### config.mk
export PLATFORM = sky130hd
export DESIGN_NAME = run_counter
export DESIGN_NICKNAME = d
export VERILOG_FILES = /design/src/hdl/run_counter.sv
export VERILOG_INCLUDE_DIRS = /design/src /design/src/include
export SDC_FILE = /design/constraint.sdc
export NUM_CORES = 1
export LEC_CHECK = 0
export BUFFER_PORTS_ARGS = -buffer_cell sky130_fd_sc_hd__buf_4
export CAP_MARGIN = 20
export CORE_MARGIN = 5
export CORE_UTILIZATION = 28
export DETAILED_ROUTE_END_ITERATION = 10
export PLACE_DENSITY = 0.66
export SYNTH_ARGS = -nofsm -noshare
export SYNTH_HDL_FRONTEND = slang
export SYNTH_SLANG_ARGS = --single-unit
### constraint.sdc
create_clock -name clk -period 1.7 [get_ports clk]
set_clock_uncertainty 0.2 [all_clocks]
set_input_delay 0.17 -clock clk [delete_from_list [all_inputs] [get_ports clk]]
set_output_delay 0.17 -clock clk [all_outputs]
set_load 0.02 [all_outputs]
### src/include/huff_defines.svh
`ifndef HUFF_DEFINES_SVH
`define HUFF_DEFINES_SVH

// coefficient block
`define HUFF_COEF_W   8
`define HUFF_NUM_COEF 4

// category 0..8
`define HUFF_CAT_W    4

// code table entry
`define HUFF_CODE_W   16
`define HUFF_LEN_W    5

// zero run within one block
`define HUFF_RUN_W    2

// code table address and component select
`define HUFF_TBL_AW   8
`define HUFF_COMP_W   2

`endif

### src/hdl/run_counter.sv
`timescale 1ns/1ps

`include "huff_defines.svh"

module run_counter (
    input  logic                                         clk,
    input  logic                                         n_rst,
    input  logic                                         i_wait,
    input  logic                                         i_start,
    input  logic                                         i_advance,
    input  logic [`HUFF_NUM_COEF-1:0][`HUFF_COEF_W-1:0]  i_data,
    output logic [$clog2(`HUFF_NUM_COEF)-1:0]            o_index,
    output logic [`HUFF_RUN_W-1:0]                       o_run,
    output logic [$clog2(`HUFF_NUM_COEF)-1:0]            o_last_nz,
    output logic                                         o_at_last
);

    localparam int IDX_W = $clog2(`HUFF_NUM_COEF);

    logic [IDX_W-1:0] nz_pos;

    // last nonzero ac position, 0 when all ac are zero
    always_comb begin
        nz_pos = '0;
        for (int i = 1; i < `HUFF_NUM_COEF; i++) begin
            if (i_data[i] != '0) begin
                nz_pos = IDX_W'(i);
            end
        end
    end

    always_ff @(posedge clk) begin
        if (!n_rst) begin
            o_index   <= '0;
            o_run     <= '0;
            o_last_nz <= '0;
        end else if (!i_wait) begin
            if (i_start) begin
                o_index   <= '0;
                o_run     <= '0;
                o_last_nz <= nz_pos;
            end else if (i_advance) begin
                o_index <= o_index + IDX_W'(1);
                // dc or a nonzero coefficient ends the run
                if ((o_index != '0) && (i_data[o_index] == '0)) begin
                    o_run <= o_run + `HUFF_RUN_W'(1);
                end else begin
                    o_run <= '0;
                end
            end
        end
    end

    assign o_at_last = (o_index == IDX_W'(`HUFF_NUM_COEF - 1));

endmodule

==> results_dict.tcl <==
set metrics [dict create \
    power_density_nw_per_um2 469 \
    finalCriticalPeriod_ns 1.50 \
    antenna_found_initial 0 \
    p_leak_nw 0.379 \
    avgViaCountPerCell 5.05 \
    arrival_ns 1.44 \
    status "complete, no violations" \
    first_iter_violations 3 \
    path_max_fanout 2 \
    setup_tns_ns 0 \
    synth_cell_types 26 \
    synth_top_cell_by_area "dfxtp_1" \
    startpoint_type "input port" \
    cts.path.max_buffers 2 \
    synthTopCellsByArea "dfxtp_1 (28%), ha_1 (5.9%), nor4_1 (5.9%)" \
    worst_hold_path_type "input port to register" \
    tightest_slew_ns 0.307 \
    io_pins 44 \
    period_share 0.883 \
    core_area_sq_um 1470 \
    grtUsageTotal 0.120 \
    worstSetupEndpointType "register" \
    synth_warnings 0 \
    dieArea_sq_um 2390 \
    ant_nets 0 \
    setup_viol 0 \
    globalplace.congestion 0.705 \
    cts_tree "built" \
    relSlewSlack 0.793 \
    syn-cell-area_sq_um 423 \
    fp.dieH_um 48.9 \
    finalNetCount 135 \
    place_area_sq_um 788 \
    worst-setup-path-type "input port to register" \
    wl_per_cell_um 12.6 \
    cts_buffers 3 \
    synth_cells 44 \
    synth_top_area_frac 0.284 \
    hpwlAfterDp_um 1250 \
    hold_viol 0 \
    vias 556 \
    synth-seq-cells 6 \
    syn_avg_cell_area_sq_um 9.61 \
    antenna_cells 0 \
    vdd_drop_max_uv 334 \
    cts.sinks 6 \
    async_flop_share 0 \
    start_util 0.287 \
    maxSlewViolCount 0 \
    grt_pass1_vias 618 \
    root_buffer "clkbuf_4" \
    synth_enable_flop_cells 0 \
    drv_cap 0 \
    htree_levels 1 \
    drt_wl_total_um 1380 \
    grt_pass1_wl_um 2440 \
    syn-num-nets 83 \
    worst-endpoint-required_ns 1.64 \
    clock_latency_ns 0.23 \
    io_buffers 43 \
    die_x_um 48.9 \
    ys_seq_area_frac 0.284 \
    fmax_ghz 0.666 \
    grt_max_degree 7 \
    rows 14 \
    clkTransAtPathRegs_ns 0.04 \
    area_growth_pct 94.1 \
    grt-ovfl-total 0 \
    ys.flop_type "dfxtp_1" \
    drc 0 \
    rsz0062_at_grt "no" \
    layout-drive-gt1-share 0.617 \
    first_pass_iters 4 \
    fin_area_sq_um 821 \
]
per-layer routing:
layer	share of wire	routed length, um	GRT usage	vias to the layer above
li1	-	-	-	278
met1	0.36	500	0.119	254
met2	0.53	733	0.213	24
met3	0.11	149	0.0520	0
met4	0	0	0.0538	0
met5	0	0	0	-
power breakdown:
part / internal (mW) / switching [mW] / total, mW
sequential: 0.146 / 0.00248 / 0.148
clock: 0.0795 / 0.0454 / 0.125
combinational: 0.0730 / 0.0388 / 0.112
registers in the layout, indices dropped and copies added (netlist names):
name / flops
o_index: 2
o_last_nz: 2
o_run: 2
stage by stage:
stage	setup WS (ns)	utilization	hold slack, ns	cells	power (mW)
final	0.198	0.558	0.108	110	0.385
after floorplan	0.153	-	0.105	44	0.180
after global placement	0.00633	0.536	0.229	106	0.259
after CTS	0.215	0.558	0.102	110	0.394
after global routing	0.107	0.558	0.137	110	0.408
after detailed placement	-0.0341	0.536	0.240	106	0.262
area by class of cell:
| type | count | area (sq um) |
|---|---|---|
| multi-input cells | 35 | 292 |
| inverters | 3 | 11.3 |
| fillers | 149 | 651 |
| well taps | 16 | 20.0 |
| clock buffers | 3 | 22.5 |
| repair buffers | 47 | 355 |
| flip-flops and latches | 6 | 120 |
worst max-delay path, stage by stage:
cell       delay [ns]
buf_4            0.11
or4_4            0.53
o211ai_2         0.17
nand4bb_1        0.16
o41ai_2          0.30
final timing paths:
check | depth (start not counted) | slack [ns] | from | to
max | 5 | 0.20 | i_data[20] | o_run[1]
min | 4 | 0.11 | i_wait | o_index[0]
max reg2reg | 4 | 0.25 | o_index[0] | o_run[1]
min reg2reg | 2 | 0.32 | o_run[1] | o_run[1]
layout by cell type, fill, tap and decap left out, types with 2 or more instances in the layout:
master,instances
clkbuf_4,3
nor2_1,4
ha_1,2
or4_4,2
inv_1,2
nor4_1,4
nand2_1,2
nand3_1,3
nor4_2,2
dfxtp_1,6
buf_4,46
cell usage after synthesis, types with 2 or more instances:
master   count
dfxtp_1      6
nor2_1       4
nor4_1       4
nand3_1      3
ha_1         2
inv_1        2
nand2_1      2
nor4_2       2
or4_4        2
what timing repair did:
| item | 4_1_cts | 5_1_grt |
|---|---|---|
| hold buffers | 1 | 0 |
| gates resized for setup | 0 | 0 |
| endpoints found under the hold margin | 2 | 0 |
| buffers inserted | 0 | 0 |
cell families (layout without fill, tap and decap cells):
| kind of cell | after synthesis | after routing | share of synthesized area |
|---|---|---|---|
| muxes | 1 | 1 | 0.0237 |
| xor gates and xnor gates | 1 | 1 | 0.0207 |
| DFF | 6 | 6 | 0.284 |
| adders and majority gates | 2 | 2 | 0.0592 |
| and+or+nand+nor | 20 | 20 | 0.346 |
| AOI/OAI and AO/OA | 11 | 11 | 0.240 |
| buffers and inverters | 3 | 53 | 0.0266 |
(Power assumes the default switching activity.)
