File: config.mk
export PLATFORM = sky130hd
export DESIGN_NAME = coef_coder
export DESIGN_NICKNAME = d
export VERILOG_FILES = /design/src/hdl/huff_pkg.sv /design/src/hdl/coef_coder.sv
export VERILOG_INCLUDE_DIRS = /design/src /design/src/include
export SDC_FILE = /design/constraint.sdc
export NUM_CORES = 1
export LEC_CHECK = 0
export ABC_AREA = 0
export BUFFER_PORTS_ARGS = -buffer_cell sky130_fd_sc_hd__buf_2
export CORE_UTILIZATION = 55
export CTS_CLUSTER_SIZE = 16
export DETAILED_ROUTE_END_ITERATION = 16
export PLACE_DENSITY = 0.82
export SLEW_MARGIN = 20
export SYNTH_ARGS = -nofsm -noshare
export SYNTH_HDL_FRONTEND = slang
export SYNTH_SLANG_ARGS = --single-unit
File: constraint.sdc
create_clock -name clk -period 9.17 [get_ports clk]
set_clock_uncertainty 0.2 [all_clocks]
set_input_delay 0.4585 -clock clk [delete_from_list [all_inputs] [get_ports clk]]
set_output_delay 0.4585 -clock clk [all_outputs]
set_load 0.03 [all_outputs]
File: src/include/huff_defines.svh
`ifndef HUFF_DEFINES_SVH
`define HUFF_DEFINES_SVH

// coefficient block
`define HUFF_COEF_W   8
`define HUFF_NUM_COEF 4

// category 0..8
`define HUFF_CAT_W    4

// code table entry
`define HUFF_CODE_W   16
`define HUFF_LEN_W    5

// zero run within one block
`define HUFF_RUN_W    2

// code table address and component select
`define HUFF_TBL_AW   8
`define HUFF_COMP_W   2

`endif

File: src/hdl/huff_pkg.sv
`include "huff_defines.svh"

package huff_pkg;

    // table section, top two address bits
    typedef enum logic [1:0] {
        TBL_DC  = 2'd0,
        TBL_AC  = 2'd1,
        TBL_EOB = 2'd2
    } tbl_kind_t;

    typedef struct packed {
        tbl_kind_t                kind;
        logic [1:0]               pad;
        logic [`HUFF_CAT_W-1:0]   cat;
    } dc_addr_t;

    typedef struct packed {
        tbl_kind_t                kind;
        logic [`HUFF_RUN_W-1:0]   run;
        logic [`HUFF_CAT_W-1:0]   size;
    } ac_addr_t;

    // one address word, two decodings
    typedef union packed {
        dc_addr_t dc;
        ac_addr_t ac;
    } tbl_addr_u;

    typedef logic [`HUFF_CODE_W-1:0] huff_code_t;
    typedef logic [`HUFF_LEN_W-1:0]  huff_len_t;

endpackage

File: src/hdl/coef_coder.sv
`timescale 1ns/1ps

`include "huff_defines.svh"

module coef_coder import huff_pkg::*; (
    input  logic                                         clk,
    input  logic                                         n_rst,
    input  logic                                         i_wait,
    input  logic [`HUFF_NUM_COEF-1:0][`HUFF_COEF_W-1:0]  i_data,
    input  logic [`HUFF_COMP_W-1:0]                      i_comp,
    input  logic [$clog2(`HUFF_NUM_COEF)-1:0]            i_index,
    input  logic                                         i_dc_done,
    output logic [`HUFF_CAT_W-1:0]                       o_cat,
    output huff_code_t                                   o_amp
);

    // dc difference needs one extra bit
    localparam int DIFF_W = `HUFF_COEF_W + 1;

    logic signed [`HUFF_COEF_W-1:0] pred [3];
    logic signed [`HUFF_COEF_W-1:0] pred_sel;
    logic signed [`HUFF_COEF_W-1:0] coef_sel;
    logic signed [DIFF_W-1:0]       value;
    logic [DIFF_W-1:0]              mag;
    logic [DIFF_W-1:0]              ones_val;
    huff_code_t                     amp_mask;

    // ----------------------------------------
    // dc predictors, one per component
    // ----------------------------------------
    always_ff @(posedge clk) begin
        if (!n_rst) begin
            pred[0] <= '0;
            pred[1] <= '0;
            pred[2] <= '0;
        end else if (!i_wait && i_dc_done && (i_comp < `HUFF_COMP_W'(3))) begin
            pred[i_comp] <= i_data[0];
        end
    end

    always_comb begin
        case (i_comp)
            `HUFF_COMP_W'(0): pred_sel = pred[0];
            `HUFF_COMP_W'(1): pred_sel = pred[1];
            `HUFF_COMP_W'(2): pred_sel = pred[2];
            default:          pred_sel = '0;
        endcase
    end

    // ----------------------------------------
    // value, category and amplitude bits
    // ----------------------------------------
    always_comb begin
        coef_sel = i_data[i_index];
        if (i_index == '0) begin
            value = DIFF_W'(coef_sel) - DIFF_W'(pred_sel);
        end else begin
            value = DIFF_W'(coef_sel);
        end

        // magnitude and one's complement form
        if (value[DIFF_W-1]) begin
            mag      = -value;
            ones_val = value - DIFF_W'(1);
        end else begin
            mag      = value;
            ones_val = value;
        end
    end

    // category is the bit count of the magnitude
    always_comb begin
        o_cat = '0;
        for (int b = 0; b < DIFF_W; b++) begin
            if (mag[b]) begin
                o_cat = `HUFF_CAT_W'(b + 1);
            end
        end
    end

    always_comb begin
        amp_mask = (huff_code_t'(1) << o_cat) - huff_code_t'(1);
        o_amp    = huff_code_t'(ones_val) & amp_mask;
    end

endmodule

==> run metrics, run 1 <==
critical path peak fanout=34; Crit path largest cell delay=about 520 ps; synthesized instance count=about 320; Wirelength per Cell=14.5 um; CTS buffer count=3; Starting Density=0.577; cells along the critical path=buf_2 -> mux4_2 -> inv_1 -> ha_1 -> fa_1 -> mux2i_1 -> o21ai_0 -> ha_1 -> nor2b_1 -> nor2_1 -> mux2i_1 -> o31ai_4 -> o311ai_1 -> and3_1 -> nand2_1 -> ha_1 -> o31a_1 -> or4b_1 -> a31oi_1 -> buf_2; # port buffers=51; grt total ovfl=0; clock-pin slew on the worst setup and hold paths=about 80 ps; sequential share of the synthesized area=0.261; Util after Layout=0.640; largest net degree at the start of global routing=35; Reg area=721 um^2; max-slew violation count=0; max-cap violations=0; Top-Level Pins=60; synth warn=0; post-CTS setup buffers=0; Antenna Nets Post-Route=0; critical path type=in2out; CTS tree=built; Final Hold Viols=0; Worst Path Arrival=~5500 ps; H-tree depth=1; ys async rst share=0; CP endpoint kind=output pin; final worst slack=2970 ps; mux share of post-synthesis cell area=0.111; cell family with most CP delay=adder cells; max reg flops=24; initial antenna violation count=0; clk buf depth=2; TritonRoute pass-1 iters=5; mapped cell area=about 2800 um^2; pre-CTS WS=between 3000 and 4000 ps; Tmin final=roughly 6200 ps; cts-stage hold buffer count=0; Layout area overhead=10.9%; unrepaired setup endpoints after global routing=no; ant diodes=0; combinational family with the most area after synthesis=simple AND/OR/NAND/NOR gates; Synth Area in Adders=0.0526; CTS sink count=24; post-synthesis xor/xnor area fraction=0.0381; vias per inst=5.83; fmax=0.161 GHz; leak pwr=approximately 1.3 nW; measured slew at the worst slew-check pin=~860 ps; Rows=25; gr usage total=0.243; Synth Area in Compound Gates=0.196; GPL Wtd Cong=between 0.9 and 1; # setup viols final=0; Slowest-stage cell, CP=buf_2; Simple-Gate Fraction of Synth Area=0.272; DRC=0; top-area cell type share of the netlist area=0.261; Min-Delay Path Class=in2reg; fin crit share=0.676; first-pass GRT wire length=10100 um; Setup TNS=0 ps; largest reg by FF count=pred; Post-synth EDFFs=24; WL final=roughly 6100 um; Chip Width=around 73 um; dominant cell type by area after synthesis=edfxtp_1; die extent in y=72.9 um; Setup crit start kind=input pin; vias in the first global route=between 2k and 2.5k; Max-slew headroom=0.421; PD cells=roughly 160 nW/um^2; total power=between 0.4 and 0.5 mW; synth unique cells=71; syn_area_per_cell=between 8 and 9 um^2; CTS root buffer=clkbuf_8; Die Area=approximately 5300 um^2; fill count=421; ratio of cells with drive above 1 in the final layout=0.236; vias post-DR=between 2k and 2.5k; Critical Path RT=8510 ps; multi-input logic area=roughly 1900 um^2; status=finished clean; post_cts resized=0; ranking of synthesized cells by area=edfxtp_1, mux2i_1, and2_1; Synth Register Bits=24; most used cell along the critical path=ha_1; fin nets=408; ys flop type=edfxtp_1; maximum VDD drop=between 0.1 and 0.15 mV; biggest regs=pred x24; CP bufs+invs=3; Core Region=~4800 um^2; initial DRC count=263; Final HPWL DP=4670 um
==> worst paths after layout <==
kind	cells after the start	end	slack [ps]	from
worst min-delay path	2	pred[1][0]	310	i_data[0]
worst max-delay path	20	o_amp[6]	2970	i_index[1]
==> metrics by stage <==
| stage | hold slack (ps) | cell area (um^2) | std cells |
|---|---|---|---|
| 2_1_floorplan | 457 | 2790 | 322 |
| 3_3_place_gp | 584 | 2990 | 419 |
| 3_5_place_dp | 579 | 2990 | 419 |
| 4_1_cts | 302 | 3060 | 423 |
| 5_1_grt | 308 | 3060 | 423 |
| 6_report | 305 | 3060 | 423 |
==> layer usage <==
metal | vias to the layer above | GRT usage | wire, um
met5 | - | 0 | 0
met4 | 0 | 0.0654 | 88
met3 | 10 | 0.0290 | 338
met2 | 100 | 0.385 | 2810
met1 | 1139 | 0.352 | 2910
li1 | 1218 | - | -
==> report_power, final <==
group	total, mW	internal (mW)	switching, mW
Combinational	0.257	0.0931	0.163
Sequential	0.129	0.127	0.00211
Clock	0.0912	0.0583	0.0328
==> final cells by class <==
class / count / area share
well taps: 67 / 0.0274
repair buffers: 51 / 0.0833
inverters: 14 / 0.0172
multi-input cells: 263 / 0.614
flip-flops and latches: 24 / 0.235
clock buffers: 3 / 0.0135
clock inverters: 1 / 0.00980
==> Yosys cell counts, types with 2 or more instances <==
cell type / n
nand2_1: 20
buf_2: 3
o22ai_1: 4
inv_2: 2
a21oi_2: 2
a21o_1: 3
and2_1: 25
a211o_1: 2
o311ai_1: 2
ha_1: 10
nor2_1: 24
xnor2_1: 8
and3_1: 3
a21oi_1: 28
nor3b_1: 2
mux4_2: 4
o31ai_1: 2
inv_1: 12
nand3_1: 4
a21boi_0: 2
edfxtp_1: 24
o21ai_0: 9
a31oi_1: 2
mux2_2: 2
nor3_2: 2
or2_1: 4
o21ai_1: 4
nand3b_1: 2
nor4_2: 2
mux2i_1: 17
nor2b_1: 5
nor3_1: 11
nand2b_1: 11
buf_4: 9
a41oi_1: 2
nor2_2: 2
o211ai_1: 2
xor2_1: 4
clkbuf_1: 7
==> kinds of logic after synthesis <==
group                      Yosys count
adders and majority gates           11
buffers and inverters               35
AOI/OAI and AO/OA                   79
xor gates and xnor gates            12
muxes                               24
other                                1
and+or+nand+nor                    129
DFF                                 24
==> placed cells by master, fill, tap and decap left out, drive strengths merged, types with 8 or more instances in the layout <==
cell type and instances:
buf 51, a21oi 30, and2 26, nor2 26
edfxtp 24, nand2 20, mux2i 18, inv 14
nor3 13, o21ai 13, nand2b 12, ha 10
xnor2 8, conb 8
No activity file was read; power rests on OpenSTA's default activity.
==> inputs of run 2 (changes only) <==
==> constraint.sdc (replaced) <==
create_clock -name clk -period 6 [get_ports clk]
set_clock_uncertainty 0.2 [all_clocks]
set_input_delay 0.3 -clock clk [delete_from_list [all_inputs] [get_ports clk]]
set_output_delay 0.3 -clock clk [all_outputs]
set_load 0.03 [all_outputs]
==> run 2 against run 1 <==
Effect of this change: via count up 0.24%; flip-flop and latch count did not move; die area did not move; clock power is 3.3% higher; cell count rose by 0.47%; critical path type unchanged; critical endpoint unchanged; largest cell class unchanged.
==> run metrics, run 2 (synthesis gave the netlist of run 1 again) <==
Final Hold Viols=0; PD cells=225 nW/um^2; Chip Width=roughly 73 um; switching portion of total power=0.441; Starting Density=0.577; placed inst area=around 3000 um^2; Core Region=about 4800 um^2; vias per inst=5.82; initial antenna violation count=0; Top-Level Pins=60; CTS sink count=24; Worst Hold Depth=2; max reg flops=24; Rows=25; Min-Delay Path Class=in2reg; clock-pin slew on the worst setup and hold paths=~80 ps; ratio of cells with drive above 1 in the final layout=0.243; biggest regs=pred x24; max-cap violations=0; fin crit share=0.922; CTS buffer count=3; unrepaired setup endpoints after global routing=no; CP endpoint kind=output pin; CTS tree=built; largest net degree at the start of global routing=20; vias post-DR=~2.5k; measured slew at the worst slew-check pin=898 ps; Final HPWL DP=between 4000 and 5000 um; Tmin final=around 5500 ps; # setup viols final=0; critical path type=in2out; critical path peak fanout=19; Setup TNS=0 ps; leak pwr=1.28 nW; Max-slew headroom=0.400; clock power share=0.137; DRC=0; TritonRoute pass-1 iters=4; initial DRC count=161; Reg area=~720 um^2; fin area=a little over 3000 um^2; gr usage total=0.249; multi-input logic area=roughly 1900 um^2; Flop pwr share=0.287; fmax=between 0.15 and 0.2 GHz; Setup crit start kind=input pin; grt total ovfl=0; Layout area overhead=10.7%; Die Area=5310 um^2; # port buffers=51; hold worst-path end=pred[2][3]; ant diodes=0; largest reg by FF count=pred; Comb power frac=0.576; clk buf depth=2; fill count=419; P_sw=between 0.3 and 0.4 mW; H-tree depth=1; first-pass GRT wire length=a little over 10000 um; Cell Int Power=about 0.38 mW; Worst Path Arrival=~5000 ps; status=finished clean; WL final=approximately 6000 um; GPL Wtd Cong=between 0.9 and 1; die extent in y=about 73 um; vias in the first global route=2319; fin nets=410; CTS root buffer=clkbuf_8; max-slew violation count=0; Wirelength per Cell=between 10 and 15 um; maximum VDD drop=between 0.15 and 0.2 mV; Antenna Nets Post-Route=0; Min-Delay Startpoint=i_data[3]; commonest non-fill, non-tap cells in the layout=buf_2, a21oi_1, and2_1; Critical Path RT=roughly 5500 ps; commonest non-fill, non-tap cell in the layout=buf_2
run 2: cell types whose count changed in the layout (fill, tap and decap cells not counted), sizes merged:
| cell | before | now |
|---|---|---|
| buf | 51 | 53 |
| bufinv | 1 | 0 |
| clkinv | 0 | 1 |
run 2: power groups by stage:
stage | sequential [mW] | combinational, mW | clock (mW)
4_1_cts | 0.198 | 0.393 | 0.0958
2_1_floorplan | 0.200 | 0.311 | 0
5_1_grt | 0.198 | 0.436 | 0.103
3_3_place_gp | 0.201 | 0.384 | 0
3_5_place_dp | 0.201 | 0.391 | 0
6_report | 0.197 | 0.397 | 0.0942
run 2: worst max path at each step:
stage / start / to / slack, ps / cells after the start
6_report: i_index[1] / o_amp[6] / 470 / 19
5_1_grt: i_comp[0] / o_amp[6] / 8 / 20
4_1_cts: i_index[1] / o_amp[6] / 430 / 20
3_5_place_dp: i_index[1] / o_amp[6] / 450 / 20
3_3_place_gp: i_index[1] / o_amp[6] / 500 / 21
2_1_floorplan: i_index[1] / o_amp[6] / 430 / 22
run 2: worst max-delay path: stages:
cell and delay (ps):
buf_2 280, buf_4 310, mux2_2 390, nand2_1 70, o21ai_0 90, ha_1 270
or4_1 410, o22ai_1 180, xor2_1 300, and2_1 280, a41oi_1 290, nor2_1 270
and3_1 230, nand2_1 70, ha_1 240, o31a_1 150, or4b_1 500, a31oi_1 170
buf_2 210
run 2: stage by stage:
stage               utilization  worst slack, ps  total power [mW]  cells  hold WS (ps)
floorplan                     -              427             0.511    322           298
global placement          0.628              499             0.585    421           427
detailed placement        0.628              450             0.592    421           432
CTS                       0.638              430             0.687    425           154
global route              0.639             7.91             0.737    425           154
finish                    0.639              468             0.689    425           158
run 2: layer usage:
layer / up-vias / share of wire / global-route usage
met5: - / 0 / 0
met4: 0 / 0.0066 / 0.0458
met3: 6 / 0.056 / 0.0345
met2: 83 / 0.47 / 0.417
met1: 1161 / 0.47 / 0.348
li1: 1223 / - / -
run 2: layout make-up:
type | instances | area share
repair buffers | 53 | 0.0884
clock inverters | 1 | 0.00123
well taps | 67 | 0.0274
clock buffers | 3 | 0.0135
multi-input cells | 263 | 0.616
inverters | 14 | 0.0172
flip-flops and latches | 24 | 0.236
run 2: repair_timing:
| item | CTS | global route |
|---|---|---|
| gates resized for setup | 0 | 2 |
| hold buffers | 0 | 0 |
| endpoints found under the setup margin | 0 | 1 |
| setup buffers | 0 | 0 |
| hold endpoints to repair | 0 | 0 |
