--- config.mk ---
export PLATFORM = sky130hd
export DESIGN_NAME = encode_fsm_flat
export DESIGN_NICKNAME = d
export VERILOG_FILES = /design/src/hdl/huff_pkg.sv /design/src/hdl/huff_wr_if.sv /design/src/hdl/encode_fsm.sv /design/src/flat_wrapper.sv
export VERILOG_INCLUDE_DIRS = /design/src /design/src/include
export SDC_FILE = /design/constraint.sdc
export NUM_CORES = 1
export LEC_CHECK = 0
export BUFFER_PORTS_ARGS = -buffer_cell sky130_fd_sc_hd__buf_2
export CORE_MARGIN = 2
export CORE_UTILIZATION = 33
export CTS_CLUSTER_DIAMETER = 50
export DETAILED_ROUTE_END_ITERATION = 8
export HOLD_SLACK_MARGIN = 0.1
export PLACE_DENSITY_LB_ADDON = 0.08
export SETUP_SLACK_MARGIN = 0.5
export SYNTH_ARGS = -nofsm -noshare
export SYNTH_HDL_FRONTEND = slang
export SYNTH_SLANG_ARGS = --single-unit
--- constraint.sdc ---
create_clock -name clk -period 1.6 [get_ports clk]
set_input_delay 0.16 -clock clk [delete_from_list [all_inputs] [get_ports clk]]
set_output_delay 0.16 -clock clk [all_outputs]
set_load 0.05 [all_outputs]
--- src/include/huff_defines.svh ---
`ifndef HUFF_DEFINES_SVH
`define HUFF_DEFINES_SVH

// coefficient block
`define HUFF_COEF_W   8
`define HUFF_NUM_COEF 4

// category 0..8
`define HUFF_CAT_W    4

// code table entry
`define HUFF_CODE_W   16
`define HUFF_LEN_W    5

// zero run within one block
`define HUFF_RUN_W    2

// code table address and component select
`define HUFF_TBL_AW   8
`define HUFF_COMP_W   2

`endif

--- src/hdl/huff_pkg.sv ---
`include "huff_defines.svh"

package huff_pkg;

    // table section, top two address bits
    typedef enum logic [1:0] {
        TBL_DC  = 2'd0,
        TBL_AC  = 2'd1,
        TBL_EOB = 2'd2
    } tbl_kind_t;

    typedef struct packed {
        tbl_kind_t                kind;
        logic [1:0]               pad;
        logic [`HUFF_CAT_W-1:0]   cat;
    } dc_addr_t;

    typedef struct packed {
        tbl_kind_t                kind;
        logic [`HUFF_RUN_W-1:0]   run;
        logic [`HUFF_CAT_W-1:0]   size;
    } ac_addr_t;

    // one address word, two decodings
    typedef union packed {
        dc_addr_t dc;
        ac_addr_t ac;
    } tbl_addr_u;

    typedef logic [`HUFF_CODE_W-1:0] huff_code_t;
    typedef logic [`HUFF_LEN_W-1:0]  huff_len_t;

endpackage

--- src/hdl/huff_wr_if.sv ---
`timescale 1ns/1ps

// code writes from the FSM into the bit packer
interface huff_wr_if import huff_pkg::*; ();

    logic       w_en;
    huff_code_t code;
    huff_len_t  len;
    logic       flush;
    logic       busy;

    modport src (
        output w_en, code, len, flush,
        input  busy
    );

    modport sink (
        input  w_en, code, len, flush,
        output busy
    );

endinterface

--- src/hdl/encode_fsm.sv ---
`timescale 1ns/1ps

`include "huff_defines.svh"

module encode_fsm import huff_pkg::*; (
    input  logic                               clk,
    input  logic                               n_rst,
    input  logic                               i_wait,
    input  logic                               i_start,
    input  logic [`HUFF_CAT_W-1:0]             i_cat,
    input  huff_code_t                         i_amp,
    input  logic [`HUFF_RUN_W-1:0]             i_run,
    input  logic [$clog2(`HUFF_NUM_COEF)-1:0]  i_last_nz,
    input  logic                               i_at_last,
    input  logic [$clog2(`HUFF_NUM_COEF)-1:0]  i_index,
    input  huff_code_t                         i_code,
    input  huff_len_t                          i_len,
    output tbl_addr_u                          o_raddr,
    output logic                               o_advance,
    output logic                               o_dc_done,
    output logic                               o_start_scan,
    output logic                               o_done,
    huff_wr_if.src                             wr
);

    typedef enum logic [3:0] {
        IDLE, DC_CODE, DC_AMP, AC_STEP, AC_CODE, AC_AMP, EOB, FLUSH, DRAIN
    } state_t;

    state_t    state;
    state_t    next_state;
    logic      go;
    huff_len_t amp_len;

    // a write goes out only when not stalled and the packer is free
    assign go      = !i_wait && !wr.busy;
    assign amp_len = {{(`HUFF_LEN_W - `HUFF_CAT_W){1'b0}}, i_cat};

    always_ff @(posedge clk) begin
        if (!n_rst) begin
            state <= IDLE;
        end else if (!i_wait) begin
            state <= next_state;
        end
    end

    always_comb begin
        next_state   = state;
        o_raddr      = '0;
        o_advance    = 1'b0;
        o_dc_done    = 1'b0;
        o_start_scan = 1'b0;
        o_done       = 1'b0;
        wr.w_en      = 1'b0;
        wr.code      = '0;
        wr.len       = '0;
        wr.flush     = 1'b0;
        case (state)
            IDLE: begin
                if (!i_wait && i_start) begin
                    o_start_scan = 1'b1;
                    next_state   = DC_CODE;
                end
            end
            DC_CODE: begin
                o_raddr.dc.kind = TBL_DC;
                o_raddr.dc.cat  = i_cat;
                wr.code         = i_code;
                wr.len          = i_len;
                if (go) begin
                    wr.w_en = 1'b1;
                    // no amplitude bits for a zero difference
                    if (i_cat == '0) begin
                        o_dc_done  = 1'b1;
                        o_advance  = 1'b1;
                        next_state = AC_STEP;
                    end else begin
                        next_state = DC_AMP;
                    end
                end
            end
            DC_AMP: begin
                wr.code = i_amp;
                wr.len  = amp_len;
                if (go) begin
                    wr.w_en    = 1'b1;
                    o_dc_done  = 1'b1;
                    o_advance  = 1'b1;
                    next_state = AC_STEP;
                end
            end
            AC_STEP: begin
                // past the last nonzero, only EOB remains
                if (i_index > i_last_nz) begin
                    next_state = EOB;
                end else if (i_cat == '0) begin
                    o_advance = !i_wait;
                end else begin
                    next_state = AC_CODE;
                end
            end
            AC_CODE: begin
                o_raddr.ac.kind = TBL_AC;
                o_raddr.ac.run  = i_run;
                o_raddr.ac.size = i_cat;
                wr.code         = i_code;
                wr.len          = i_len;
                if (go) begin
                    wr.w_en    = 1'b1;
                    next_state = AC_AMP;
                end
            end
            AC_AMP: begin
                wr.code = i_amp;
                wr.len  = amp_len;
                if (go) begin
                    wr.w_en = 1'b1;
                    if (i_at_last) begin
                        next_state = FLUSH;
                    end else begin
                        o_advance  = 1'b1;
                        next_state = AC_STEP;
                    end
                end
            end
            EOB: begin
                o_raddr.ac.kind = TBL_EOB;
                wr.code         = i_code;
                wr.len          = i_len;
                if (go) begin
                    wr.w_en    = 1'b1;
                    next_state = FLUSH;
                end
            end
            FLUSH: begin
                if (go) begin
                    wr.flush   = 1'b1;
                    next_state = DRAIN;
                end
            end
            DRAIN: begin
                // busy falls once the padded byte is out
                if (go) begin
                    o_done     = 1'b1;
                    next_state = IDLE;
                end
            end
            default: begin
                next_state = IDLE;
            end
        endcase
    end

endmodule

--- src/flat_wrapper.sv ---
// flat-port wrapper written by rule: the top's interface ports become plain ports
module encode_fsm_flat import huff_pkg::*;
  (clk, n_rst, i_wait, i_start, i_cat, i_amp, i_run, i_last_nz, i_at_last, i_index, i_code, i_len, o_raddr, o_advance, o_dc_done, o_start_scan, o_done, wr_w_en, wr_code, wr_len, wr_flush, wr_busy);
  huff_wr_if wr_i ();
  input  logic clk;
  input  logic n_rst;
  input  logic i_wait;
  input  logic i_start;
  input  logic [`HUFF_CAT_W-1:0] i_cat;
  input  huff_code_t i_amp;
  input  logic [`HUFF_RUN_W-1:0] i_run;
  input  logic [$clog2(`HUFF_NUM_COEF)-1:0] i_last_nz;
  input  logic i_at_last;
  input  logic [$clog2(`HUFF_NUM_COEF)-1:0] i_index;
  input  huff_code_t i_code;
  input  huff_len_t i_len;
  output tbl_addr_u o_raddr;
  output logic o_advance;
  output logic o_dc_done;
  output logic o_start_scan;
  output logic o_done;
  output wire logic [$bits(wr_i.w_en)-1:0] wr_w_en;
  output wire logic [$bits(wr_i.code)-1:0] wr_code;
  output wire logic [$bits(wr_i.len)-1:0] wr_len;
  output wire logic [$bits(wr_i.flush)-1:0] wr_flush;
  input wire logic [$bits(wr_i.busy)-1:0] wr_busy;
  assign wr_w_en = wr_i.w_en;
  assign wr_code = wr_i.code;
  assign wr_len = wr_i.len;
  assign wr_flush = wr_i.flush;
  assign wr_i.busy = wr_busy;
  encode_fsm u_core (.clk(clk), .n_rst(n_rst), .i_wait(i_wait), .i_start(i_start), .i_cat(i_cat), .i_amp(i_amp), .i_run(i_run), .i_last_nz(i_last_nz), .i_at_last(i_at_last), .i_index(i_index), .i_code(i_code), .i_len(i_len), .o_raddr(o_raddr), .o_advance(o_advance), .o_dc_done(o_dc_done), .o_start_scan(o_start_scan), .o_done(o_done), .wr(wr_i));
endmodule
==> out/qor.txt, run 1 <==
Initial Util: 34.3%
WEP type: output port
CTS HTree Levels: 1
Sequential share of the synthesized area: 10.7%
Die width: 51.7 um
# rows: 17
CTS Sinks: 4
DIE HEIGHT: 51.7 um
Syn Nets: 160
Cells after synthesis: 105
Hpwl dp: 2400 um
PortBufs: 87
Area share of the largest cell type after synthesis: 23.3%
Mean Syn Cell Area: 7.15 sq um
Pre-CTS setup slack: -41.2 ps
Top cells by area, synth: a22o_1 (23%), dfxtp_1 (11%), and2_1 (6.7%)
I/O pin cnt: 88
Outcome: stopped before the end
Failing step: global routing
Syn. warnings: 0
Final RePlAce weighted congestion: 0.834
Area leader, netlist: a22o_1
Yosys reg bits: 4
Unique cell type count in the Yosys netlist: 34
Largest net degree at the start of global routing: 11
Cts bufs inserted: 3
Root Buffer: clkbuf_4
Halt Reason: [ERROR DPL-0038] Utilization greater than 100%, impossible to legalize
CTS Hold Bufs: 0
CTS Buffer Depth: 2
Syn Std Cell Area: 751 sq um
GR repair worst EP: wr_code[15]
cell usage after synthesis, drive strengths merged:
library cell  instances
o21ba                 1
nor3                  3
inv                   4
and2                  8
o31ai                 1
or2                   1
nor2b                 3
a21oi                 4
ha                    2
nand3b                1
nor2                 10
buf                   7
o21ai                 5
nor4                  2
xnor2                 1
nor3b                 3
dfxtp                 4
mux2i                 2
a22o                 20
a31o                  1
o2111a                1
nand2                10
a2111oi               1
clkbuf                1
o32ai                 1
a311oi                1
nand4                 1
nand2b                6
kinds of logic after synthesis:
group           after synthesis  share of synthesized area, %
compound gates               36                          38.0
xor+xnor                      1                          1.17
fa+ha+maj                     2                          3.33
buf+inv                      12                          7.83
flops                         4                          10.7
mux                           2                          2.67
simple gates                 48                          36.3
timing repair:
item,4_1_cts
setup buffers,10
pin swaps,13
cloned,2
resized for setup,115
endpoints found under the setup margin,39
per-stage QoR:
stage / area [sq um] / utilization, % / hold slack (ps) / cells
after detailed placement: 1540 / 70.4 / 443 / 227
after global placement: 1540 / 70.4 / 443 / 227
after floorplan: 1010 / - / 269 / 105
after CTS: 2080 / 95.1 / 197 / 242
==> run 2: changes to the inputs <==
CORE_UTILIZATION = 20   (was 33)
CTS_CLUSTER_DIAMETER = not set   (was 50)
HOLD_SLACK_MARGIN = not set   (was 0.1)
PLACE_DENSITY_LB_ADDON = 0.15   (was 0.08)
SETUP_SLACK_MARGIN = not set   (was 0.5)
==> out/qor.txt, run 2 <==
Syn Nets: 160 (unchanged)
Die width: 65.3 um (+26%)
Metal2 WL: 2170 um
DRT met1 WL: 1410 um
FFs w/ async S/R, synth: 0% (unchanged)
Worst Hold End: u_core.state[0]$_SDFFE_PN0P_
Clock skew: 3.43 ps
Pwr Total: 0.00116 W
Mean Syn Cell Area: 7.15 sq um (unchanged)
Startpoint types: flop
Unique cell type count in the Yosys netlist: 34 (unchanged)
First-pass GRT wire length: 5390 um
Failing checks: negative setup slack
Area growth, synth to finish: 158%
F_max: 582 MHz
Worst flop-to-flop path startpoint: u_core.state[0]$_SDFFE_PN0P_
I/O pin cnt: 88 (unchanged)
Top cells by area, synth: a22o_1 (23%), dfxtp_1 (11%), and2_1 (6.7%)
Syn Std Cell Area: 751 sq um (unchanged)
Endpoints failing setup: 26
Layout cells sized above 1: 78.4%
Worst Path Buf+Inv: 3
Core area: 0.00363 sq mm
Outcome: finished, violations left
Worst path max stage delay: 380 ps
Most used cell, CP: buf_6
PortBufs: 87 (unchanged)
CP Class: flop to output pin
CTS Hold Bufs: 0 (unchanged)
WL/cell: 14.6 um
Vias in the first global route: 1,238
Post-route ant nets: 0
RSZ-0062 raised after global routing: yes
CTS Buffer Depth: 2 (unchanged)
FF+latch area: 95.1 sq um
Initial Util: 20.7% (-14 points)
Hpwl dp: 2610 um (+8.6%)
Initial antenna violation count: 0
DIE HEIGHT: 65.3 um (+26%)
Largest net degree at the start of global routing: 15
GRT overflow: 0
Most frequent cells in the layout: buf_2 (53), buf_6 (25), buf_4 (21), buf_8 (13)
Hold path depth: 3
EDFF count, synth: 0 (unchanged)
TritonCTS clock tree: yes
Maximum VDD drop: 301 uV
Area of the multi-input gates: 817 sq um
CTS Sinks: 4 (unchanged)
Cts bufs inserted: 3 (unchanged)
LEAKAGE: 0.963 nW
Largest regs: u_core.state x4
Sequential share of the synthesized area: 10.7% (unchanged)
Setup WS post-layout: -117 ps
Initial DRC count: 19
Cells after synthesis: 105 (unchanged)
Area leader, netlist: a22o_1
Layout net count: 270
Worst EP required: 1440 ps
Worst path cell trace: nor2b_4 -> a21oi_2 -> nor2_2 -> buf_6 -> buf_6 -> a22o_1 -> buf_6
Clk_lat worst skew: 220 ps
ANT cells: 0
# DRC: 0
Crit Path Max Fanout: 7
Max reg flops: 4
R2r worst-path depth: 7
Hold Crit Class: primary input to flop
Fillers: 324
Clk slew on worst S/H paths: 30 ps
Most frequent cells after synthesis: a22o_1 (20), nand2_1 (10), nor2_1 (9), and2_1 (8), nand2b_1 (6)
Highest Signal Layer: met3
Critical Path AT: 1560 ps
Commonest non-fill, non-tap cell in the layout: buf_2
Via density: 4.75
Slew headroom: 73.1%
Hold_sp: n_rst
Worst setup EP type: output pin
Most frequent cell after synthesis: a22o_1
Max-slew violations: 0
Worst-margin pin slew: 400 ps
Final RePlAce weighted congestion: 0.753 (-9.7%)
Min Hold Slack: 248 ps
Final period util: 107%
Syn. warnings: 0 (unchanged)
Yosys reg bits: 4 (unchanged)
Area share of the largest cell type after synthesis: 23.3% (unchanged)
R2R setup slack: -90 ps
TritonRoute pass-1 iters: 4
Slowest stage cell on the critical path: dfxtp_4
Final wirelength: 3800 um
CTS HTree Levels: 1 (unchanged)
PD cells: 598 mW/mm^2
Max-cap violations: 0
GRT Total Usage: 15.8%
Most used DFF post-synth: dfxtp_1
Routed vias: 1,239
# rows: 22 (+5)
Tmin final: 1720 ps
Hold Fails Final Rpt: 0
WL met3: 226 um
Root Buffer: clkbuf_8
Largest reg by FF count: u_core.state
Die area: 0.00426 sq mm
CP delay by family, top: buffers and inverters
RR Endpoint: u_core.state[2]$_SDFFE_PN0P_
==> run 2: cell counts after synthesis <==
No cell type changed its count.
==> run 2: cell families (layout without fill, tap and decap cells) <==
family / count (synthesis) / after routing / share of synthesized area (%)
muxes: 2 / 2 / 2.67
buffers and inverters: 12 / 120 / 7.83
DFF: 4 / 4 / 10.7
AOI/OAI and AO/OA: 36 / 36 / 38.0
and+or+nand+nor: 48 / 48 / 36.3
adders and majority gates: 2 / 2 / 3.33
xor gates and xnor gates: 1 / 1 / 1.17
==> run 2: worst max-delay path by stage <==
stage,start,end,slack [ps],cells past startpoint
final,u_core.state[0]$_SDFFE_PN0P_,wr_len[1],-120,7
after global routing,u_core.state[0]$_SDFFE_PN0P_,wr_len[0],-220,7
after CTS,u_core.state[0]$_SDFFE_PN0P_,wr_len[1],-110,7
after detailed placement,u_core.state[0]$_SDFFE_PN0P_,wr_code[2],-80,6
after global placement,i_cat[0],o_dc_done,-40,5
after floorplan,i_cat[0],o_dc_done,-330,3
==> run 2: routing by layer <==
metal | up-vias | global-route usage [%]
met5 | - | 0
met1 | 583 | 17.5
met4 | 0 | 3.91
met3 | 0 | 2.05
li1 | 606 | -
met2 | 50 | 31.1
==> run 2: final cells by class <==
type / instances / share of cell area (%)
Inverter: 4 / 0.776
Timing Repair Buffer: 113 / 46.9
Tap cell: 48 / 3.10
Multi-Input combinational cell: 89 / 42.2
Sequential cell: 4 / 4.91
Clock buffer: 3 / 2.13
==> run 2: worst min-delay path, stage by stage <==
cell and delay [ps]:
buf_2 140, nand2_1 70, mux2i_1 50
==> run 2: repair_timing <==
action                     4_1_cts  5_1_grt
setup buffers                    4        1
pin swaps                        7       10
resized for setup               87       30
setup endpoints to repair       37       39
cloned                           2        0
==> run 2: through the flow <==
| stage | setup slack (ps) | util (%) | cells | cell area (sq um) | TNS (ps) |
|---|---|---|---|---|---|
| floorplan | -329 | - | 105 | 852 | -452 |
| global placement | -44.2 | 39.6 | 251 | 1440 | -314 |
| detailed placement | -81.4 | 39.6 | 251 | 1440 | -1440 |
| CTS | -112 | 49.2 | 260 | 1790 | -1900 |
| global route | -216 | 53.3 | 261 | 1940 | -5000 |
| finish | -117 | 53.3 | 261 | 1940 | -2330 |
==> run 2: power breakdown <==
group / total [W] / switching (W) / internal [W]
registers: 0.000112 / 0.00000994 / 0.000102
logic: 0.000833 / 0.000453 / 0.000381
clock network: 0.000211 / 0.0000507 / 0.000160
Note: power is estimated with default switching activity, not from simulation.
==> run 3: changes to the inputs <==
CORE_AREA = 2 2 63 65   (was not set)
CORE_MARGIN = not set   (was 2)
CORE_UTILIZATION = not set   (was 20)
DIE_AREA = 0 0 65 67   (was not set)
==> out/qor.txt, run 3 (synthesis gave the netlist of run 2 again) <==
Initial DRC count: 16 (-3)
Final wirelength: 3710 um (-2.5%)
PD cells: 581 mW/mm^2 (-2.7%)
Startpoint types: flop
Met3 usage: 2.70% (+0.65 points)
Die area: 0.00436 sq mm (+2.2%)
GR peak layer: met2
Largest net degree at the start of global routing: 21 (+6)
Area growth, synth to finish: 167%
Hold Crit Class: primary input to flop
LEAKAGE: 0.982 nW (+1.9%)
Largest reg by FF count: u_core.state
First-pass GRT wire length: 5410 um (+0.39%)
Outcome: finished, violations left
Worst-margin pin slew: 304 ps (-95.3 ps)
Logic pwr share: 72.2% (about the same)
Post-route ant nets: 0 (unchanged)
CTS Sinks: 4 (unchanged)
Most frequent cells in the layout: buf_2 (55), buf_6 (27), buf_4 (18), buf_8 (12)
CP delay by family, top: compound AO/OA/AOI/OAI gates
Net Sw Frac: 44.2% (-0.22 points)
Internal power: 0.000650 W (+1.1%)
TritonCTS clock tree: yes
DIE HEIGHT: 67 um (+2.7%)
Core area: 0.00361 sq mm (-0.76%)
Commonest non-fill, non-tap cell in the layout: buf_2
CTS Buffer Depth: 2 (unchanged)
Sw power: 0.000515 W (+0.21%)
WL/cell: 14.1 um (-2.9%)
# DRC: 0 (unchanged)
Clock share of power: 18.1% (about the same)
Final period util: 110% (+2.4 points)
Max reg flops: 4 (unchanged)
Max-cap violations: 0 (unchanged)
Hold Fails Final Rpt: 0 (unchanged)
Clock skew: 1.09 ps (-2.33 ps)
Worst setup EP type: output pin
Tmin final: 1760 ps (+38.3 ps)
Failing checks: negative setup slack
Die width: 65 um (-0.41%)
Layout net count: 271 (+0.37%)
Largest regs: u_core.state x4
Worst Path Buf+Inv: 2 (-1)
Worst EP required: 1440 ps (about the same)
Initial Util: 20.8% (+0.16 points)
RSZ-0062 raised after global routing: yes
R2R setup slack: 40 ps (+130 ps)
Cts bufs inserted: 3 (unchanged)
Initial antenna violation count: 0 (unchanged)
CTS HTree Levels: 1 (unchanged)
Seq pwr share: 9.7% (about the same)
Slew headroom: 79.6% (+6.4 points)
Layout cells sized above 1: 77.6% (-0.83 points)
Maximum VDD drop: 297 uV (-1.3%)
I/O pin cnt: 88 (unchanged)
Clk slew on worst S/H paths: 30 ps (about the same)
Vias in the first global route: 1,184 (-4.4%)
Final RePlAce weighted congestion: 0.739 (-1.9%)
Met2 GRT Util: 31.3% (+0.19 points)
Worst path max stage delay: 360 ps (-20 ps)
Setup WS post-layout: -155 ps (-38.3 ps)
Grt met1 use: 16.5% (-1.1 points)
Routed vias: 1,255 (+1.3%)
ANT cells: 0 (unchanged)
Worst path cell trace: nor2b_4 -> a21oi_2 -> nor2_4 -> clkbuf_16 -> a22o_2 -> buf_6
GRT overflow: 0 (unchanged)
TritonRoute pass-1 iters: 4 (unchanged)
Crit Path Max Fanout: 10 (+3)
Fillers: 327 (+0.93%)
# rows: 22 (unchanged)
Root Buffer: clkbuf_8
Slowest stage cell on the critical path: dfxtp_4
Pre-CTS setup slack: -81.7 ps (-0.309 ps)
F_max: 570 MHz (-2.2%)
GRT Total Usage: 15.5% (-0.31 points)
Clk_lat worst skew: 220 ps (about the same)
Via density: 4.79 (+0.90%)
CP Class: flop to output pin
Critical Path AT: 1600 ps (+40 ps)
Pwr Total: 0.00116 W (+0.71%)
PortBufs: 87 (unchanged)
Hpwl dp: 2580 um (-1.3%)
Endpoints failing setup: 22 (-15%)
Max-slew violations: 0 (unchanged)
[run 3: cell count changes in the layout (fill, tap and decap cells not counted), moves of 2 or more]
cell,change
buf_6,+2
buf_2,+2
nor2_4,+2
nand2b_4,+2
nand2b_1,-2
buf_4,-3
[run 3: worst register-to-register path, cell delays in order (launching register included)]
cell      delay [ps]
dfxtp_4          400
buf_6            130
nand2b_4         120
nor3_1            40
o31ai_1          290
o2111a_2         320
mux2i_1          190
[run 3: per-layer routing]
metal	up-vias	wire [um]
met5	-	0
met4	0	15
met3	2	267
met2	57	2100
met1	583	1330
li1	613	-
[run 3: repair_timing]
action | 4_1_cts | 5_1_grt
setup endpoints to repair | 37 | 34
pin swaps | 4 | 3
hold buffers | 0 | 0
setup buffers | 3 | 2
gates cloned | 2 | 1
resized for setup | 90 | 26
[run 3: worst paths after layout]
path                                                    from                           end  depth (start not counted)
worst min register to register  u_core.state[2]$_SDFFE_PN0P_  u_core.state[2]$_SDFFE_PN0P_                          3
worst max register to register  u_core.state[2]$_SDFFE_PN0P_  u_core.state[0]$_SDFFE_PN0P_                          6
worst min-delay path                                   n_rst  u_core.state[1]$_SDFFE_PN0P_                          3
worst max-delay path            u_core.state[0]$_SDFFE_PN0P_                     wr_len[2]                          6
[run 3: final cells by class]
type,count,area [sq um],share of cell area [%]
timing repair buffer,114,940,46.9
inverter,4,15.0,0.749
tap,48,60.1,3.00
sequential,4,92.6,4.62
multi-input combinational,89,856,42.7
clock buffer,3,41.3,2.06
[run 3: power by group through the flow]
stage	registers (W)	logic (W)	clock network, W
2_1_floorplan	0.000112	0.000425	0
6_report	0.000114	0.000841	0.000211
3_3_place_gp	0.000114	0.000605	0
5_1_grt	0.000115	0.000879	0.000226
3_5_place_dp	0.000116	0.000609	0
4_1_cts	0.000114	0.000780	0.000217
[run 3: stage by stage]
| stage | std cells | TNS, ps | area, sq um | hold WS, ps | util, % |
|---|---|---|---|---|---|
| global route | 262 | -4150 | 2000 | 245 | 55.6 |
| detailed placement | 252 | -1670 | 1460 | 451 | 40.4 |
| global placement | 252 | -250 | 1460 | 452 | 40.4 |
| finish | 262 | -2450 | 2000 | 219 | 55.6 |
| CTS | 259 | -1890 | 1840 | 217 | 51.0 |
| floorplan | 105 | -452 | 852 | 275 | - |
==> run 4: changes to the inputs <==
CORE_AREA = 4 4 65 67   (was 2 2 63 65)
DIE_AREA = 0 0 69 71   (was 0 0 65 67)
==> out/qor.txt, run 4 (synthesis gave the netlist of run 2 again) <==
Hold path depth: 3 (unchanged)
Final period util: 106% (-3.5 points)
# rows: 22 (unchanged)
Failing checks: negative setup slack
Met3 usage: 2.27% (-0.43 points)
Maximum VDD drop: 334 uV (+12%)
Commonest non-fill, non-tap cell in the layout: buf_2
Routed vias: 1,248 (-0.56%)
ANT cells: 0 (unchanged)
DIE HEIGHT: 71 um (+6.0%)
Most frequent cells in the layout: buf_2 (55), buf_6 (23), buf_8 (19), buf_4 (17), a22o_2 (12)
Via density: 4.76 (-0.56%)
Post-route ant nets: 0 (unchanged)
RSZ-0062 raised after global routing: yes
PD cells: 590 mW/mm^2 (+1.5%)
Die area: 0.00490 sq mm (+12%)
CP Depth: 7 (+1)
Initial DRC count: 30 (+14)
TritonRoute pass-1 iters: 4 (unchanged)
Area growth, synth to finish: 162%
TritonCTS clock tree: yes
Core area: 0.00363 sq mm (+0.76%)
Outcome: finished, violations left
Crit Path Max Fanout: 6 (-4)
Layout net count: 271 (unchanged)
Slew headroom: 74.3% (-5.3 points)
Worst-margin pin slew: 383 ps (+78.2 ps)
Initial Util: 20.7% (-0.16 points)
Startpoint types: flop
CTS Buffer Depth: 2 (unchanged)
Layout cells sized above 1: 78.0% (+0.47 points)
Max reg flops: 4 (unchanged)
Largest reg by FF count: u_core.state
Min Hold Slack: 221 ps (+1.38 ps)
Clock skew: 5.60 ps (+4.51 ps)
Die width: 69 um (+6.2%)
GRT overflow: 0 (unchanged)
Slowest stage cell on the critical path: dfxtp_4
Clk slew on worst S/H paths: 30 ps (about the same)
F_max: 589 MHz (+3.3%)
Worst setup EP type: output pin
Worst path max stage delay: 360 ps (about the same)
Worst EP required: 1440 ps (about the same)
I/O pin cnt: 88 (unchanged)
Vias in the first global route: 1,254 (+5.9%)
Root Buffer: clkbuf_8
Grt met1 use: 15.2% (-1.2 points)
CP Class: flop to output pin
Tmin final: 1700 ps (-56.6 ps)
Hold Fails Final Rpt: 0 (unchanged)
Final RePlAce weighted congestion: 0.787 (+6.4%)
Met2 GRT Util: 31.3% (-0.064 points)
Critical Path AT: 1540 ps (-60 ps)
GRT Total Usage: 14.9% (-0.60 points)
Largest net degree at the start of global routing: 10 (-52%)
Worst Path Buf+Inv: 3 (+1)
Clk_lat worst skew: 220 ps (about the same)
# DRC: 0 (unchanged)
R2r worst-path depth: 6 (unchanged)
Pwr Total: 0.00116 W (-0.24%)
GR peak layer: met2
Most used cell, CP: buf_6
Cts bufs inserted: 3 (unchanged)
Endpoints failing setup: 27 (+23%)
LEAKAGE: 0.965 nW (-1.7%)
Max-slew violations: 0 (unchanged)
Hold Crit Class: primary input to flop
CTS Hold Bufs: 0 (unchanged)
Initial antenna violation count: 0 (unchanged)
Worst path cell trace: nor2b_4 -> a21oi_2 -> nor2_2 -> buf_6 -> buf_6 -> a22o_2 -> buf_8
First-pass GRT wire length: 6110 um (+13%)
Max-cap violations: 0 (unchanged)
Final wirelength: 3980 um (+7.4%)
CTS HTree Levels: 1 (unchanged)
Fillers: 319 (-2.4%)
CTS Sinks: 4 (unchanged)
Hpwl dp: 2740 um (+6.5%)
WL/cell: 15.2 um (+7.4%)
Largest regs: u_core.state x4
PortBufs: 87 (unchanged)
Fin util: 54.2% (-1.4 points)
Setup WS post-layout: -98.5 ps (+56.6 ps)
CP delay by family, top: buffers and inverters
[run 4: area by class of cell]
type / instances / area, sq um / share of cell area, %
repair buffers: 114 / 947 / 48.1
multi-input cells: 89 / 811 / 41.2
flip-flops and latches: 4 / 95.1 / 4.83
well taps: 48 / 60.1 / 3.05
clock buffers: 3 / 41.3 / 2.10
inverters: 4 / 15.0 / 0.762
[run 4: report_power, final]
part	leakage [nW]	internal (W)	switching (W)	total [W]
Combinational	0.908	0.000379	0.000451	0.000830
Sequential	0.0355	0.000102	0.00000941	0.000112
Clock	0.0216	0.000161	0.0000593	0.000220
Total	0.965	0.000642	0.000520	0.00116
[run 4: final timing paths]
| check | startpoint | endpoint | slack (ps) |
|---|---|---|---|
| setup / recovery | u_core.state[0]$_SDFFE_PN0P_ | wr_code[13] | -100 |
| hold / removal | n_rst | u_core.state[1]$_SDFFE_PN0P_ | 220 |
| setup reg to reg | u_core.state[0]$_SDFFE_PN0P_ | u_core.state[2]$_SDFFE_PN0P_ | 0 |
| hold reg to reg | u_core.state[2]$_SDFFE_PN0P_ | u_core.state[2]$_SDFFE_PN0P_ | 690 |
[run 4: repair_timing]
item | CTS | global route
pin swaps | 11 | 6
cloned | 3 | 0
buffers inserted | 5 | 1
setup endpoints to repair | 32 | 35
endpoints found under the hold margin | 0 | 0
resized for setup | 100 | 23
[run 4: tightest hold or removal path, delay by kind of cell]
kind                   cells  cell delay, ps
buffers and inverters      1             140
AND/OR/NAND/NOR            1              60
AO/OA/AOI/OAI              1              40
[run 4: stage by stage]
step	setup TNS, ps	area (sq um)	setup slack [ps]	cells
final	-2170	1970	-98.5	262
after global routing	-3910	1970	-167	262
after CTS	-2130	1860	-102	261
after detailed placement	-679	1430	-69.0	250
after global placement	-429	1430	-45.3	250
after floorplan	-452	852	-329	105
[run 4: metal layers]
layer	wire, um	share of wire (%)	vias to the layer above
met3	235	5.9	4
met4	21	0.53	0
met2	2260	57	56
met5	0	0	-
li1	-	-	609
met1	1460	37	579
